$ cat src/source/mips_pkg.sv
package mips_pkg;

    localparam int IMEM_DEPTH = 256;
    localparam int DMEM_DEPTH = 16;
    localparam int NUM_REGS   = 32;

    typedef logic [31:0]                     word_t;
    typedef logic [4:0]                      reg_idx_t;
    typedef logic [$clog2(IMEM_DEPTH)-1:0]   imem_addr_t;
    typedef logic [$clog2(DMEM_DEPTH)-1:0]   dmem_addr_t;
    typedef logic [2:0]                      alu_op_t;
    typedef logic [1:0]                      fwd_sel_t;

    localparam alu_op_t ALU_ADD = 3'd0;
    localparam alu_op_t ALU_SUB = 3'd1;
    localparam alu_op_t ALU_AND = 3'd2;
    localparam alu_op_t ALU_OR  = 3'd3;
    localparam alu_op_t ALU_SLT = 3'd4;

    // Operand source in EX
    localparam fwd_sel_t FWD_NONE  = 2'd0;
    localparam fwd_sel_t FWD_EXMEM = 2'd1;
    localparam fwd_sel_t FWD_MEMWB = 2'd2;

    // Opcodes, bits 31:26
    localparam logic [5:0] OP_RTYPE = 6'h00;
    localparam logic [5:0] OP_ADDI  = 6'h08;
    localparam logic [5:0] OP_LW    = 6'h23;
    localparam logic [5:0] OP_SW    = 6'h2B;
    localparam logic [5:0] OP_BEQ   = 6'h04;
    localparam logic [5:0] OP_BNE   = 6'h05;
    localparam logic [5:0] OP_HALT  = 6'h3F;

    // R-type funct, bits 5:0
    localparam logic [5:0] FN_ADDU = 6'h21;
    localparam logic [5:0] FN_SUBU = 6'h23;
    localparam logic [5:0] FN_AND  = 6'h24;
    localparam logic [5:0] FN_OR   = 6'h25;
    localparam logic [5:0] FN_SLT  = 6'h2A;

endpackage

$ cat src/source/pipe_links.sv
interface id_ex_link;
    mips_pkg::word_t    rs_data;
    mips_pkg::word_t    rt_data;
    mips_pkg::reg_idx_t rs;
    mips_pkg::reg_idx_t rt;
    mips_pkg::reg_idx_t dest;
    mips_pkg::word_t    imm;
    mips_pkg::word_t    pc;
    mips_pkg::alu_op_t  alu_op;
    logic               alu_src_imm;
    logic               reg_write;
    logic               mem_read;
    logic               mem_write;
    logic               branch_eq;
    logic               branch_ne;
    logic               halt;

    modport producer (output rs_data, rt_data, rs, rt, dest, imm, pc, alu_op, alu_src_imm,
                      reg_write, mem_read, mem_write, branch_eq, branch_ne, halt);
    modport consumer (input rs_data, rt_data, dest, imm, pc, alu_op, alu_src_imm,
                      reg_write, mem_read, mem_write, branch_eq, branch_ne, halt);
    modport watch (input rs, rt, dest, mem_read);
endinterface


$ cat src/source/stage_decode.sv
module stage_decode (
    input  logic                  i_clk,
    input  logic                  i_rst_n,
    input  mips_pkg::word_t       i_instr,
    input  mips_pkg::word_t       i_pc,
    input  mips_pkg::word_t       i_rs_data,
    input  mips_pkg::word_t       i_rt_data,
    input  logic                  i_stall,
    input  logic                  i_flush,
    output mips_pkg::reg_idx_t    o_rs,
    output mips_pkg::reg_idx_t    o_rt,
    output logic                  o_halt_seen,
    id_ex_link.producer           o_id_ex
);

    logic [5:0]         opcode;
    logic [5:0]         funct;
    mips_pkg::reg_idx_t rd;
    mips_pkg::alu_op_t  alu_op;
    logic               alu_src_imm;
    logic               reg_write;
    logic               mem_read;
    logic               mem_write;
    logic               branch_eq;
    logic               branch_ne;
    logic               is_halt;
    logic               dest_rd;
    logic               bubble;
    logic               halt_q;

    assign opcode = i_instr[31:26];
    assign funct  = i_instr[5:0];
    assign o_rs   = i_instr[25:21];
    assign o_rt   = i_instr[20:16];
    assign rd     = i_instr[15:11];
    assign bubble = i_stall || i_flush;

    always_comb begin
        alu_op      = mips_pkg::ALU_ADD;
        alu_src_imm = 1'b0;
        reg_write   = 1'b0;
        mem_read    = 1'b0;
        mem_write   = 1'b0;
        branch_eq   = 1'b0;
        branch_ne   = 1'b0;
        is_halt     = 1'b0;
        dest_rd     = 1'b0;
        case (opcode)
            mips_pkg::OP_RTYPE: begin
                dest_rd   = 1'b1;
                reg_write = 1'b1;
                case (funct)
                    mips_pkg::FN_ADDU: alu_op = mips_pkg::ALU_ADD;
                    mips_pkg::FN_SUBU: alu_op = mips_pkg::ALU_SUB;
                    mips_pkg::FN_AND:  alu_op = mips_pkg::ALU_AND;
                    mips_pkg::FN_OR:   alu_op = mips_pkg::ALU_OR;
                    mips_pkg::FN_SLT:  alu_op = mips_pkg::ALU_SLT;
                    // Unsupported funct, incl. the all-zero NOP
                    default:           reg_write = 1'b0;
                endcase
            end
            mips_pkg::OP_ADDI: begin
                alu_src_imm = 1'b1;
                reg_write   = 1'b1;
            end
            mips_pkg::OP_LW: begin
                alu_src_imm = 1'b1;
                reg_write   = 1'b1;
                mem_read    = 1'b1;
            end
            mips_pkg::OP_SW: begin
                alu_src_imm = 1'b1;
                mem_write   = 1'b1;
            end
            mips_pkg::OP_BEQ:  branch_eq = 1'b1;
            mips_pkg::OP_BNE:  branch_ne = 1'b1;
            mips_pkg::OP_HALT: is_halt   = 1'b1;
            default: ;
        endcase
    end

    // Sticky once a HALT survives decode
    always_ff @(posedge i_clk or negedge i_rst_n) begin
        if (!i_rst_n) begin
            halt_q <= 1'b0;
        end else if (is_halt && !i_flush) begin
            halt_q <= 1'b1;
        end
    end

    assign o_halt_seen = halt_q || (is_halt && !i_flush);

    // ID/EX control
    always_ff @(posedge i_clk or negedge i_rst_n) begin
        if (!i_rst_n) begin
            o_id_ex.alu_op      <= mips_pkg::ALU_ADD;
            o_id_ex.alu_src_imm <= 1'b0;
            o_id_ex.reg_write   <= 1'b0;
            o_id_ex.mem_read    <= 1'b0;
            o_id_ex.mem_write   <= 1'b0;
            o_id_ex.branch_eq   <= 1'b0;
            o_id_ex.branch_ne   <= 1'b0;
            o_id_ex.halt        <= 1'b0;
        end else begin
            o_id_ex.alu_op      <= bubble ? mips_pkg::ALU_ADD : alu_op;
            o_id_ex.alu_src_imm <= alu_src_imm && !bubble;
            o_id_ex.reg_write   <= reg_write && !bubble;
            o_id_ex.mem_read    <= mem_read && !bubble;
            o_id_ex.mem_write   <= mem_write && !bubble;
            o_id_ex.branch_eq   <= branch_eq && !bubble;
            o_id_ex.branch_ne   <= branch_ne && !bubble;
            o_id_ex.halt        <= is_halt && !bubble;
        end
    end

    // ID/EX payload
    always_ff @(posedge i_clk) begin
        o_id_ex.rs_data <= i_rs_data;
        o_id_ex.rt_data <= i_rt_data;
        o_id_ex.rs      <= o_rs;
        o_id_ex.rt      <= o_rt;
        o_id_ex.dest    <= dest_rd ? rd : o_rt;
        o_id_ex.imm     <= {{16{i_instr[15]}}, i_instr[15:0]};
        o_id_ex.pc      <= i_pc;
    end

endmodule

$ cat src/flat_wrapper.sv
// flat-port wrapper written by rule: the top's interface ports become plain ports
module stage_decode_flat 
  (i_clk, i_rst_n, i_instr, i_pc, i_rs_data, i_rt_data, i_stall, i_flush, o_rs, o_rt, o_halt_seen, o_id_ex_rs_data, o_id_ex_rt_data, o_id_ex_rs, o_id_ex_rt, o_id_ex_dest, o_id_ex_imm, o_id_ex_pc, o_id_ex_alu_op, o_id_ex_alu_src_imm, o_id_ex_reg_write, o_id_ex_mem_read, o_id_ex_mem_write, o_id_ex_branch_eq, o_id_ex_branch_ne, o_id_ex_halt);
  id_ex_link o_id_ex_i ();
  input  logic i_clk;
  input  logic i_rst_n;
  input  mips_pkg::word_t i_instr;
  input  mips_pkg::word_t i_pc;
  input  mips_pkg::word_t i_rs_data;
  input  mips_pkg::word_t i_rt_data;
  input  logic i_stall;
  input  logic i_flush;
  output mips_pkg::reg_idx_t o_rs;
  output mips_pkg::reg_idx_t o_rt;
  output logic o_halt_seen;
  output wire logic [$bits(o_id_ex_i.rs_data)-1:0] o_id_ex_rs_data;
  output wire logic [$bits(o_id_ex_i.rt_data)-1:0] o_id_ex_rt_data;
  output wire logic [$bits(o_id_ex_i.rs)-1:0] o_id_ex_rs;
  output wire logic [$bits(o_id_ex_i.rt)-1:0] o_id_ex_rt;
  output wire logic [$bits(o_id_ex_i.dest)-1:0] o_id_ex_dest;
  output wire logic [$bits(o_id_ex_i.imm)-1:0] o_id_ex_imm;
  output wire logic [$bits(o_id_ex_i.pc)-1:0] o_id_ex_pc;
  output wire logic [$bits(o_id_ex_i.alu_op)-1:0] o_id_ex_alu_op;
  output wire logic [$bits(o_id_ex_i.alu_src_imm)-1:0] o_id_ex_alu_src_imm;
  output wire logic [$bits(o_id_ex_i.reg_write)-1:0] o_id_ex_reg_write;
  output wire logic [$bits(o_id_ex_i.mem_read)-1:0] o_id_ex_mem_read;
  output wire logic [$bits(o_id_ex_i.mem_write)-1:0] o_id_ex_mem_write;
  output wire logic [$bits(o_id_ex_i.branch_eq)-1:0] o_id_ex_branch_eq;
  output wire logic [$bits(o_id_ex_i.branch_ne)-1:0] o_id_ex_branch_ne;
  output wire logic [$bits(o_id_ex_i.halt)-1:0] o_id_ex_halt;
  assign o_id_ex_rs_data = o_id_ex_i.rs_data;
  assign o_id_ex_rt_data = o_id_ex_i.rt_data;
  assign o_id_ex_rs = o_id_ex_i.rs;
  assign o_id_ex_rt = o_id_ex_i.rt;
  assign o_id_ex_dest = o_id_ex_i.dest;
  assign o_id_ex_imm = o_id_ex_i.imm;
  assign o_id_ex_pc = o_id_ex_i.pc;
  assign o_id_ex_alu_op = o_id_ex_i.alu_op;
  assign o_id_ex_alu_src_imm = o_id_ex_i.alu_src_imm;
  assign o_id_ex_reg_write = o_id_ex_i.reg_write;
  assign o_id_ex_mem_read = o_id_ex_i.mem_read;
  assign o_id_ex_mem_write = o_id_ex_i.mem_write;
  assign o_id_ex_branch_eq = o_id_ex_i.branch_eq;
  assign o_id_ex_branch_ne = o_id_ex_i.branch_ne;
  assign o_id_ex_halt = o_id_ex_i.halt;
  stage_decode u_core (.i_clk(i_clk), .i_rst_n(i_rst_n), .i_instr(i_instr), .i_pc(i_pc), .i_rs_data(i_rs_data), .i_rt_data(i_rt_data), .i_stall(i_stall), .i_flush(i_flush), .o_rs(o_rs), .o_rt(o_rt), .o_halt_seen(o_halt_seen), .o_id_ex(o_id_ex_i));
endmodule
$ cat config.mk
export PLATFORM = sky130hd
export DESIGN_NAME = stage_decode_flat
export DESIGN_NICKNAME = d
export VERILOG_FILES = /design/src/source/mips_pkg.sv /design/src/source/pipe_links.sv /design/src/source/stage_decode.sv /design/src/flat_wrapper.sv
export SDC_FILE = /design/constraint.sdc
export NUM_CORES = 1
export LEC_CHECK = 0
export BUFFER_PORTS_ARGS = -buffer_cell sky130_fd_sc_hd__buf_2
export CAP_MARGIN = 30
export CORE_AREA = 2 2 116 118
export DETAILED_ROUTE_END_ITERATION = 8
export DIE_AREA = 0 0 118 120
export SYNTH_ARGS = -nofsm -noshare
export SYNTH_HDL_FRONTEND = slang
export SYNTH_SLANG_ARGS = --single-unit
$ cat constraint.sdc
create_clock -name i_clk -period 0.85 [get_ports i_clk]
set_clock_uncertainty 0.15 [all_clocks]
set_input_delay 0.085 -clock i_clk [delete_from_list [all_inputs] [get_ports i_clk]]
set_output_delay 0.085 -clock i_clk [all_outputs]
set_load 0.02 [all_outputs]
==> results of run 1 <==
==> registers in the layout, summed over array words and instances, names as in the netlist <==
signal and count:
u_core.o_id_ex.pc 32, u_core.o_id_ex.rs_data 32, u_core.o_id_ex.rt_data 32, u_core.o_id_ex.imm 16, u_core.o_id_ex.dest 5, u_core.o_id_ex.rs 5
u_core.o_id_ex.rt 5, u_core.o_id_ex.alu_op 3, u_core.halt_q 1, u_core.o_id_ex.alu_src_imm 1, u_core.o_id_ex.branch_eq 1, u_core.o_id_ex.branch_ne 1
u_core.o_id_ex.halt 1, u_core.o_id_ex.mem_read 1, u_core.o_id_ex.mem_write 1, u_core.o_id_ex.reg_write 1
==> how the worst min path moves through the flow <==
| stage | to | from | cells after the start |
|---|---|---|---|
| CTS | u_core.o_id_ex.imm[2]$_DFF_P_ | i_instr[2] | 1 |
| global route | u_core.o_id_ex.imm[2]$_DFF_P_ | i_instr[2] | 1 |
| global placement | u_core.o_id_ex.halt$_DFF_PN0_ | i_rst_n | 1 |
| finish | u_core.o_id_ex.imm[2]$_DFF_P_ | i_instr[2] | 1 |
| detailed placement | u_core.o_id_ex.branch_ne$_DFF_PN0_ | i_rst_n | 1 |
| floorplan | u_core.halt_q$_DFFE_PN0P_ | i_rst_n | 0 |
==> power by group through the flow <==
stage	registers, mW	logic, mW	clock network, mW
floorplan	7.46	0.263	0
detailed placement	7.04	1.41	0
global route	7.08	2.52	8.15
finish	7.06	2.42	7.66
global placement	7.03	1.40	0
CTS	7.04	2.29	7.76
==> synth_stat cells <==
| cell | number | area, sq um |
|---|---|---|
| mux2_2 | 4 | 45.04 |
| buf_4 | 26 | 195.2 |
| nor2_1 | 1 | 3.750 |
| nand4_1 | 1 | 6.260 |
| nand2b_1 | 4 | 25.02 |
| or2_2 | 1 | 6.260 |
| and3_1 | 2 | 12.51 |
| or4bb_1 | 1 | 11.26 |
| or3_1 | 3 | 18.77 |
| buf_2 | 1 | 5.000 |
| dfxtp_1 | 127 | 2542 |
| dfrtp_1 | 11 | 275.3 |
| o21bai_1 | 2 | 15.01 |
| inv_1 | 1 | 3.750 |
| nor4b_1 | 1 | 8.760 |
| nor3_1 | 7 | 35.03 |
| a21o_1 | 1 | 7.510 |
| or4_4 | 2 | 22.52 |
| a21oi_1 | 1 | 5.000 |
| xor2_1 | 1 | 8.760 |
| and2b_1 | 1 | 7.510 |
| nand2_1 | 1 | 3.750 |
| mux2_1 | 1 | 11.26 |
| a2111oi_0 | 1 | 8.760 |
==> layout make-up <==
type,instances,area (sq um),share of cell area (%)
Timing Repair Buffer,445,3913,48.44
Sequential cell,138,2979,36.88
Clock buffer,20,456.7,5.654
Multi-Input combinational cell,36,344.1,4.260
Tap cell,176,220.2,2.726
Clock inverter,12,161.4,1.998
Inverter,1,3.754,0.04647
==> what timing repair did <==
item                                    4_1_cts  5_1_grt
gates resized for setup                     428       28
pin swaps                                     1        3
endpoints found under the setup margin      164      166
buffers inserted                              5        5
hold buffers                                124        1
endpoints found under the hold margin       148       23
==> metrics by stage <==
step	cell area, sq um	total power, mW	worst slack, ns	TNS, ns	util (%)
2_1_floorplan	3331	7.725	-1.097	-8.021	-
4_1_cts	7936	17.09	-0.6664	-48.04	61.14
3_5_place_dp	4941	8.450	-1.141	-11.77	38.07
5_1_grt	8078	17.75	-0.7164	-51.35	62.23
3_3_place_gp	4941	8.432	-1.102	-11.46	38.07
6_report	8078	17.15	-0.6925	-45.99	62.23
==> critical path, stage by stage <==
cell and delay, ns:
buf_6 0.09, or4_4 0.52, or3_4 0.34, or4_4 0.52, nor3_2 0.16
==> per-layer routing <==
layer | part of all wire, % | wire length (um) | vias to the layer above
met5 | 0 | 0 | -
met4 | 2.1 | 287 | 0
met3 | 7.8 | 1097 | 27
met2 | 54 | 7616 | 177
met1 | 36 | 4991 | 1516
li1 | - | - | 1507
==> cells by family after synthesis <==
kind of cell	count (synthesis)	synth area share, %
and+or+nand+nor	25	4.914
DFF	138	85.79
AOI/OAI and AO/OA	5	1.105
muxes	5	1.714
buffers and inverters	28	6.209
xor gates and xnor gates	1	0.2667
==> results by group, run 1 <==
Outcome
  • Outcome: finished with violations
  • Failing checks: negative hold slack, negative setup slack

Setup path
  • Startpoint Class: input pin
  • CP endpoint kind: flip-flop
  • Crit path capture: u_core.o_id_ex.alu_op[0]$_DFF_PN0_
  • CP Max Fanout: 3
  • CP arrival: 1.72 ns
  • FF-to-FF End: u_core.halt_q$_DFFE_PN0P_
  • Reg-to-reg startpoint: u_core.halt_q$_DFFE_PN0P_
  • CP Class: input pin to flip-flop
  • Req. time, crit path: 1.03 ns
  • Worst R2R Path Depth: 1
  • Critical path launch point: i_instr[31]
  • R2R setup slack: around 0.050 ns

Final layout
  • Post-layout nets: 771
  • Ratio of cells with drive above 1 in the final layout: 76.53%
  • Most common library cell in the layout ignoring fill and taps: buf_6
  • Synth-to-Final Area Change: 145.9%
  • Commonest non-fill, non-tap cells in the layout: buf_6, buf_2, dfxtp_2
  • Fill count: 920
  • Non-Filler Instances: 828
  • Antenna diode count: 0

STA
  • Min Clock Period, post-route: 1.543 ns
  • # setup viols final: between 150 and 200
  • Peak Freq: 648.3 MHz
  • Max-slew headroom: 75.79%
  • Worst Tran Pin Value: 0.3581 ns
  • Final max-slew violation count: 0
  • Final hold viol count: 22
  • Final Cycle Share: 181.5%
  • Final worst setup slack: -0.6925 ns
  • RSZ-0062 raised after global routing: true
  • Fin Hold WS: -0.3063 ns

Clock network
  • Worst-path clk slew: 0.06 ns
  • Clock insertion delay at the later pin of the skew report: 0.40 ns
  • Clk sinks: 138
  • CTS tree: yes
  • H-tree depth: 4
  • CTS buffer count: 17
  • Clock Root Buffer: clkbuf_16
  • Worst-case clock buffer depth: 2

Global route
  • Largest net degree at the start of global routing: 17
  • GRT Residual Overflow: 0
  • GRT Resource Usage Total: between 15 and 20%
  • Initial antenna violation count: 0
  • Grt met3 use: 8.222%
  • Most Crowded Layer GR: met2
  • Vias in the first global route: between 3000 and 4000
  • Met1 Use GR: 19.26%
  • Met2 GRT Util: a little over a third
  • First-pass GRT wire length: slightly above 20 mm

Yosys
  • Yosys reg bits: 138
  • Yosys warning total: 0
  • Sequential share of the synthesized area: 85.79%
  • Post-synthesis cell count: 202
  • Syn Nets: 334
  • Distinct cell type count after synthesis: 24
  • Mapped Area: roughly 0.0033 sq mm
  • Syn Area/Cell: 16.26 sq um

Route
  • First-iteration detailed-routing DRC count: 72
  • Vias per inst: 3.897
  • Wire per inst: approximately 17 um
  • WL final: 13.99 mm
  • Post-route DRC: 0
  • First-pass DRT Iterations: 4
  • DRT antenna net count: 0
  • Vias: 3227

Power and ir drop
  • Sw Ratio: a little under a quarter
  • Comb power frac: between 10% and 20%
  • Int Pwr: 13.09 mW
  • Sw Pwr: just over 4 mW
  • Sequential share of power: between 40% and 50%
  • Power Dens Cells: between 2000 and 2500 mW/mm^2
  • Clock share of power: 44.7%
  • Worst VDD drop: roughly 1.4 mV
  • Static leakage: 3.775 nW

Run
  • Max cap viols: 0

Place
  • Post-DP HPWL: 7.669 mm
  • I/O Buffers: 295
  • Cell total after placement: 662
  • Gpl congestion: about 0.81

Die
  • Die Y: around 120 um
  • Total die area: 0.01416 sq mm
  • Row count: 42
  • Area of the core: 0.01298 sq mm
  • Initial Utilization: 25.30%
  • Ports: 296
  • Die width: 118 um

Min path
  • Worst min path class: input pin to flip-flop
(Power assumes the default switching activity.)
==> inputs of run 2 (changes only) <==
- ABC_CLOCK_PERIOD_IN_PS: default -> 850
- CELL_PAD_IN_SITES_DETAIL_PLACEMENT: default -> 1
- CELL_PAD_IN_SITES_GLOBAL_PLACEMENT: default -> 1
- CORE_AREA: 2 2 116 118 -> 2 2 120 122
- DIE_AREA: 0 0 118 120 -> 0 0 122 124
- PLACE_DENSITY_LB_ADDON: default -> 0.1
==> run 2 against run 1 <==
Against the previous run:
- the flow still finishes with violations (negative hold slack, negative setup slack)
- sequential power is essentially flat
- count of clock-buffer cells in the layout shrank 1
- final cell count grew 0.36%
- flip-flop and latch count is the same
- fmax grew 0.40%
- non-clock buffer count is the same
- total power shrank 5.0%
- critical path type unchanged
- largest cell class unchanged
==> results by group, run 2 (same netlist as run 1, synthesis figures left out) <==
Clock network
  • Clk sinks: around 140
  • H-tree depth: 4
  • Clock Root Buffer: clkbuf_16
  • Clock insertion delay at the later pin of the skew report: 0.41 ns
  • CTS hold repair buffers: 124
  • Worst-path clk slew: 0.06 ns
  • CTS tree: yes
  • CTS buffer count: 17
  • Worst-case clock buffer depth: 2

Global route
  • Largest net degree at the start of global routing: 17
  • GRT Residual Overflow: 0
  • First-pass GRT wire length: 21.00 mm
  • Vias in the first global route: 3715
  • GRT Resource Usage Total: 19.12%
  • Initial antenna violation count: 0

Min path
  • Worst min path class: input pin to flip-flop
  • WHS Endpoint: u_core.o_id_ex.halt$_DFF_PN0_
  • Hold depth: 3
  • Hold_sp: i_stall

Run
  • Max cap viols: 0

Setup path
  • Startpoint Class: input pin
  • R2R setup slack: 0.07 ns
  • Req. time, crit path: 1.03 ns
  • Worst R2R Path Depth: 1
  • Reg-to-reg startpoint: u_core.halt_q$_DFFE_PN0P_
  • CP cell instances: buf_6, or4_4, or3_4, or4_4, nor3_2
  • CP arrival: 1.72 ns
  • CP Max Fanout: 3
  • CP Class: input pin to flip-flop
  • Top cell by count, worst path: or4_4
  • CP endpoint kind: flip-flop
  • CP peak stage delay: roughly 0.52 ns
  • Crit-path slowest cell: or4_4
  • FF-to-FF End: u_core.halt_q$_DFFE_PN0P_

Final layout
  • Non-Filler Instances: 831
  • Post-route cell area: ~0.0080 sq mm
  • Regs by FF count: u_core.o_id_ex.pc (32), u_core.o_id_ex.rs_data (32), u_core.o_id_ex.rt_data (32)
  • Most common library cell in the layout ignoring fill and taps: buf_6
  • Synth-to-Final Area Change: 144.3%
  • Commonest non-fill, non-tap cells in the layout: buf_6, buf_2, dfxtp_2
  • Fin util: 58.48%
  • Fill count: 1385
  • Ratio of cells with drive above 1 in the final layout: 76.34%
  • Antenna diode count: 0
  • Post-layout nets: 771

Die
  • Row count: 43
  • Area of the core: 0.01372 sq mm
  • Total die area: 0.01513 sq mm
  • Initial Utilization: 23.94%
  • Die Y: around 120 um
  • Die width: ~120 um
  • Ports: 296

Power and ir drop
  • Power Dens Cells: 2031 mW/mm^2
  • Worst VDD drop: 1.567 mV
  • Static leakage: 3.752 nW
  • Total chip power: 16.30 mW

STA
  • Final hold viol count: 21
  • Final Cycle Share: 180.8%
  • Max-slew headroom: between 70% and 80%
  • Final TNS setup: -46.17 ns
  • Worst Tran Pin Value: 0.3508 ns
  • # setup viols final: ~170
  • Fin Hold WS: -0.2035 ns
  • Final max-slew violation count: 0
  • RSZ-0062 raised after global routing: true
  • Peak Freq: around 650 MHz
  • Final worst setup slack: -0.6864 ns
  • Min Clock Period, post-route: 1.536 ns

Route
  • First-iteration detailed-routing DRC count: roughly 100
  • Vias per inst: 3.886
  • WL final: 14.38 mm
  • First-pass DRT Iterations: 4
  • Vias: 3229
  • DRT antenna net count: 0
  • Post-route DRC: 0
  • Wire per inst: 17.30 um

Outcome
  • Outcome: finished with violations
  • Failing checks: negative hold slack, negative setup slack

Place
  • Gpl congestion: 0.7083
  • Placement Setup Slack: -1.182 ns
  • Post-DP HPWL: 8.017 mm
  • Area after DPL: about 0.005 sq mm
  • Cell total after placement: 667
  • I/O Buffers: 295
-- run 2: changes by cell type in the layout (fill, tap and decap cells not counted), sizes merged --
| cell | previous run | this run |
|---|---|---|
| dlymetal6s4s | 1 | 0 |
| inv | 5 | 1 |
| clkinvlp | 3 | 1 |
| bufinv | 3 | 1 |
| dlygate4sd3 | 123 | 124 |
| clkbuf | 20 | 19 |
| clkinv | 2 | 10 |
-- run 2: routing by layer --
metal	GRT usage, %	wire length (um)
met1	16.65	4455
met2	36.77	8093
met3	9.753	1537
met4	7.687	288
met5	0	0
-- run 2: worst max path at each step --
stage	start	to	slack [ns]	cells after the start
final	i_instr[31]	u_core.o_id_ex.alu_op[1]$_DFF_PN0_	-0.69	5
after floorplan	i_instr[31]	u_core.o_id_ex.alu_op[0]$_DFF_PN0_	-1.10	5
after detailed placement	i_instr[31]	u_core.o_id_ex.alu_op[1]$_DFF_PN0_	-1.18	5
after CTS	i_instr[31]	u_core.o_id_ex.alu_op[0]$_DFF_PN0_	-0.68	5
after global routing	i_instr[31]	u_core.o_id_ex.alu_op[1]$_DFF_PN0_	-0.70	5
after global placement	i_instr[31]	u_core.o_id_ex.alu_op[1]$_DFF_PN0_	-1.12	5
-- run 2: what timing repair did --
item                                    CTS  global route
hold endpoints to repair                148            21
endpoints found under the setup margin  165           166
setup buffers                             9             2
cloned                                    0             0
pin swaps                                 2             2
gates resized for setup                 446            11
-- run 2: worst max-delay path, delay by kind of cell --
kind          cells  cell delay, ns
buf+inv           1            0.09
simple gates      4            1.53
-- run 2: cell type report --
| class | count | area (sq um) | area share [%] |
|---|---|---|---|
| Inverter | 1 | 3.754 | 0.04679 |
| Clock inverter | 12 | 102.6 | 1.279 |
| Tap cell | 180 | 225.2 | 2.807 |
| Clock buffer | 19 | 442.9 | 5.521 |
| Multi-Input combinational cell | 36 | 346.6 | 4.320 |
| Timing Repair Buffer | 445 | 3923 | 48.89 |
| Sequential cell | 138 | 2979 | 37.13 |
-- run 2: power breakdown --
part	internal, mW	switching (mW)
registers	6.88	0.173
logic	1.40	1.01
clock network	4.06	2.77
total	12.3	3.95
==> inputs of run 3 (changes only) <==
- ABC_CLOCK_PERIOD_IN_PS: 850 -> 1700
- CORE_AREA: 2 2 120 122 -> 2 2 116 118
- DIE_AREA: 0 0 122 124 -> 0 0 118 120
- clock period: 0.85 -> 1.7 ns (I/O delays scaled with it)
==> run 3 against run 2 <==
Against the previous run:
- the flow finishes with violations (negative hold slack)
- wire length decreased by 21%
- clock power fell by 44%
- cell area down 15%
- via count decreased by 4.4%
- count of clock-buffer cells in the layout increased by 3
- sequential power down 51%
- register-to-register slack better by 0.85 ns
- combinational power decreased by 62%
- core utilization down 6.1 points
- total power shrank 50%
- critical endpoint is now u_core.o_id_ex.alu_op[0]$_DFF_PN0_
- largest cell class unchanged
- largest power group is now the clock network
==> results by group, run 3 (same netlist as run 1, synthesis figures left out) <==
STA
  • Fin Hold WS: -0.2399 ns
  • Final hold viol count: 2
  • RSZ-0062 raised after global routing: true
  • Peak Freq: 598.2 MHz
  • Max-slew headroom: 67.37%
  • Final Cycle Share: ~100%
  • Min Clock Period, post-route: 1.672 ns
  • # setup viols final: 0
  • Final max-slew violation count: 0
  • Worst Tran Pin Value: 0.4826 ns

Outcome
  • Outcome: finished with violations
  • Failing checks: negative hold slack

Die
  • Row count: 42
  • Die Y: 120 um
  • Area of the core: 0.01298 sq mm
  • Die width: around 120 um
  • Total die area: 0.01416 sq mm
  • Ports: around 300
  • Initial Utilization: between 20% and 30%

Final layout
  • Antenna diode count: 0
  • Post-route cell area: 0.006794 sq mm
  • Synth-to-Final Area Change: 106.9%
  • Most common library cell in the layout ignoring fill and taps: buf_2
  • Fill count: 1408
  • Ratio of cells with drive above 1 in the final layout: between 50% and 60%
  • Post-layout nets: about 760
  • Commonest non-fill, non-tap cells in the layout: buf_2, dlygate4sd3_1, dfxtp_1
  • Regs by FF count: u_core.o_id_ex.pc (32), u_core.o_id_ex.rs_data (32), u_core.o_id_ex.rt_data (32)

Setup path
  • CP arrival: 1.84 ns
  • CP Max Fanout: 3
  • Startpoint Class: input pin
  • CP endpoint kind: flip-flop
  • R2R setup slack: 0.92 ns
  • Critical path launch point: i_instr[31]
  • Req. time, crit path: 1.87 ns
  • CP Class: input pin to flip-flop
  • Reg-to-reg startpoint: u_core.halt_q$_DFFE_PN0P_

Global route
  • Vias in the first global route: 3412
  • Largest net degree at the start of global routing: 18
  • First-pass GRT wire length: 17.40 mm
  • GRT Residual Overflow: 0
  • Initial antenna violation count: 0
  • GRT Resource Usage Total: 16.20%

Min path
  • Worst min path class: input pin to flip-flop
  • Hold_sp: i_instr[0]

Clock network
  • Clk sinks: approximately 140
  • Worst-path clk slew: 0.06 ns
  • Clock Root Buffer: clkbuf_16
  • CTS hold repair buffers: 131
  • Worst-case clock buffer depth: 2
  • CTS buffer count: 17
  • H-tree depth: 4
  • Clock insertion delay at the later pin of the skew report: 0.41 ns
  • CTS tree: yes

Run
  • Max cap viols: 0

Power and ir drop
  • Comb power frac: 11.2%
  • Sw Pwr: 1.837 mW
  • Int Pwr: 6.372 mW
  • Worst VDD drop: roughly 0.65 mV
  • Static leakage: 3.385 nW
  • Sequential share of power: about two fifths
  • Power Dens Cells: 1208 mW/mm^2
  • Total chip power: 8.209 mW
  • Sw Ratio: 22.38%
  • Clock share of power: 46.8%

Place
  • Gpl congestion: 0.7571
  • Area after DPL: between 0.004 and 0.005 sq mm
  • I/O Buffers: roughly 300
  • Post-DP HPWL: a little under 8 mm

Route
  • DRT antenna net count: 0
  • Post-route DRC: 0
  • Vias per inst: 3.798
  • Vias: between 3000 and 4000
  • Wire per inst: 14.02 um
  • WL final: 11.40 mm
  • First-iteration detailed-routing DRC count: 49
  • First-pass DRT Iterations: 4
## run 3: final timing paths
check	end	depth (start not counted)
worst max-delay path	u_core.o_id_ex.alu_op[0]$_DFF_PN0_	5
worst min-delay path	u_core.o_id_ex.imm[0]$_DFF_P_	1
worst max register to register	u_core.halt_q$_DFFE_PN0P_	1
worst min register to register	u_core.halt_q$_DFFE_PN0P_	1
max in group asynchronous	u_core.o_id_ex.alu_op[0]$_DFF_PN0_	3
min in group asynchronous	u_core.halt_q$_DFFE_PN0P_	3
## run 3: final cells by class
type,count,area [sq um],share of cell area (%)
clock inverters,10,136.4,2.007
multi-input cells,36,294.0,4.328
repair buffers,430,2826,41.60
flip-flops and latches,138,2818,41.47
clock buffers,22,495.5,7.293
well taps,176,220.2,3.241
inverters,1,3.754,0.05525
## run 3: what timing repair did
item	CTS	global route
endpoints found under the setup margin	0	4
setup buffers	0	0
endpoints found under the hold margin	148	2
resized for setup	0	7
## run 3: metrics by stage
step,hold slack (ns),cells,util (%),TNS (ns),setup WS [ns]
after floorplan,-0.2756,202,-,-0.9549,-0.3319
after global placement,-0.1028,650,37.14,-1.701,-0.3451
after detailed placement,-0.09995,650,37.14,-1.859,-0.3859
after CTS,-0.2635,813,52.11,0,0.007525
after global routing,-0.2453,813,52.34,0,0.0006610
final,-0.2399,813,52.34,0,0.02825
## run 3: power by group through the flow
stage,sequential (mW),combinational (mW),clock (mW)
2_1_floorplan,3.73,0.124,0
3_3_place_gp,3.51,0.669,0
3_5_place_dp,3.52,0.674,0
4_1_cts,3.45,0.914,3.93
5_1_grt,3.46,0.978,4.11
6_report,3.45,0.919,3.84
## run 3: worst max-delay path, stage by stage
cell,delay (ns)
buf_6,0.09
or4_4,0.53
or3_4,0.34
or4_4,0.53
nor3_4,0.18
## run 3: per-layer routing
layer,routed length (um),part of all wire [%],up-vias,global-route usage [%]
li1,-,-,1473,-
met1,3975,35,1433,15.38
met2,6225,55,163,29.83
met3,968,8.5,19,7.034
met4,227,2.0,0,7.831
met5,0,0,-,0
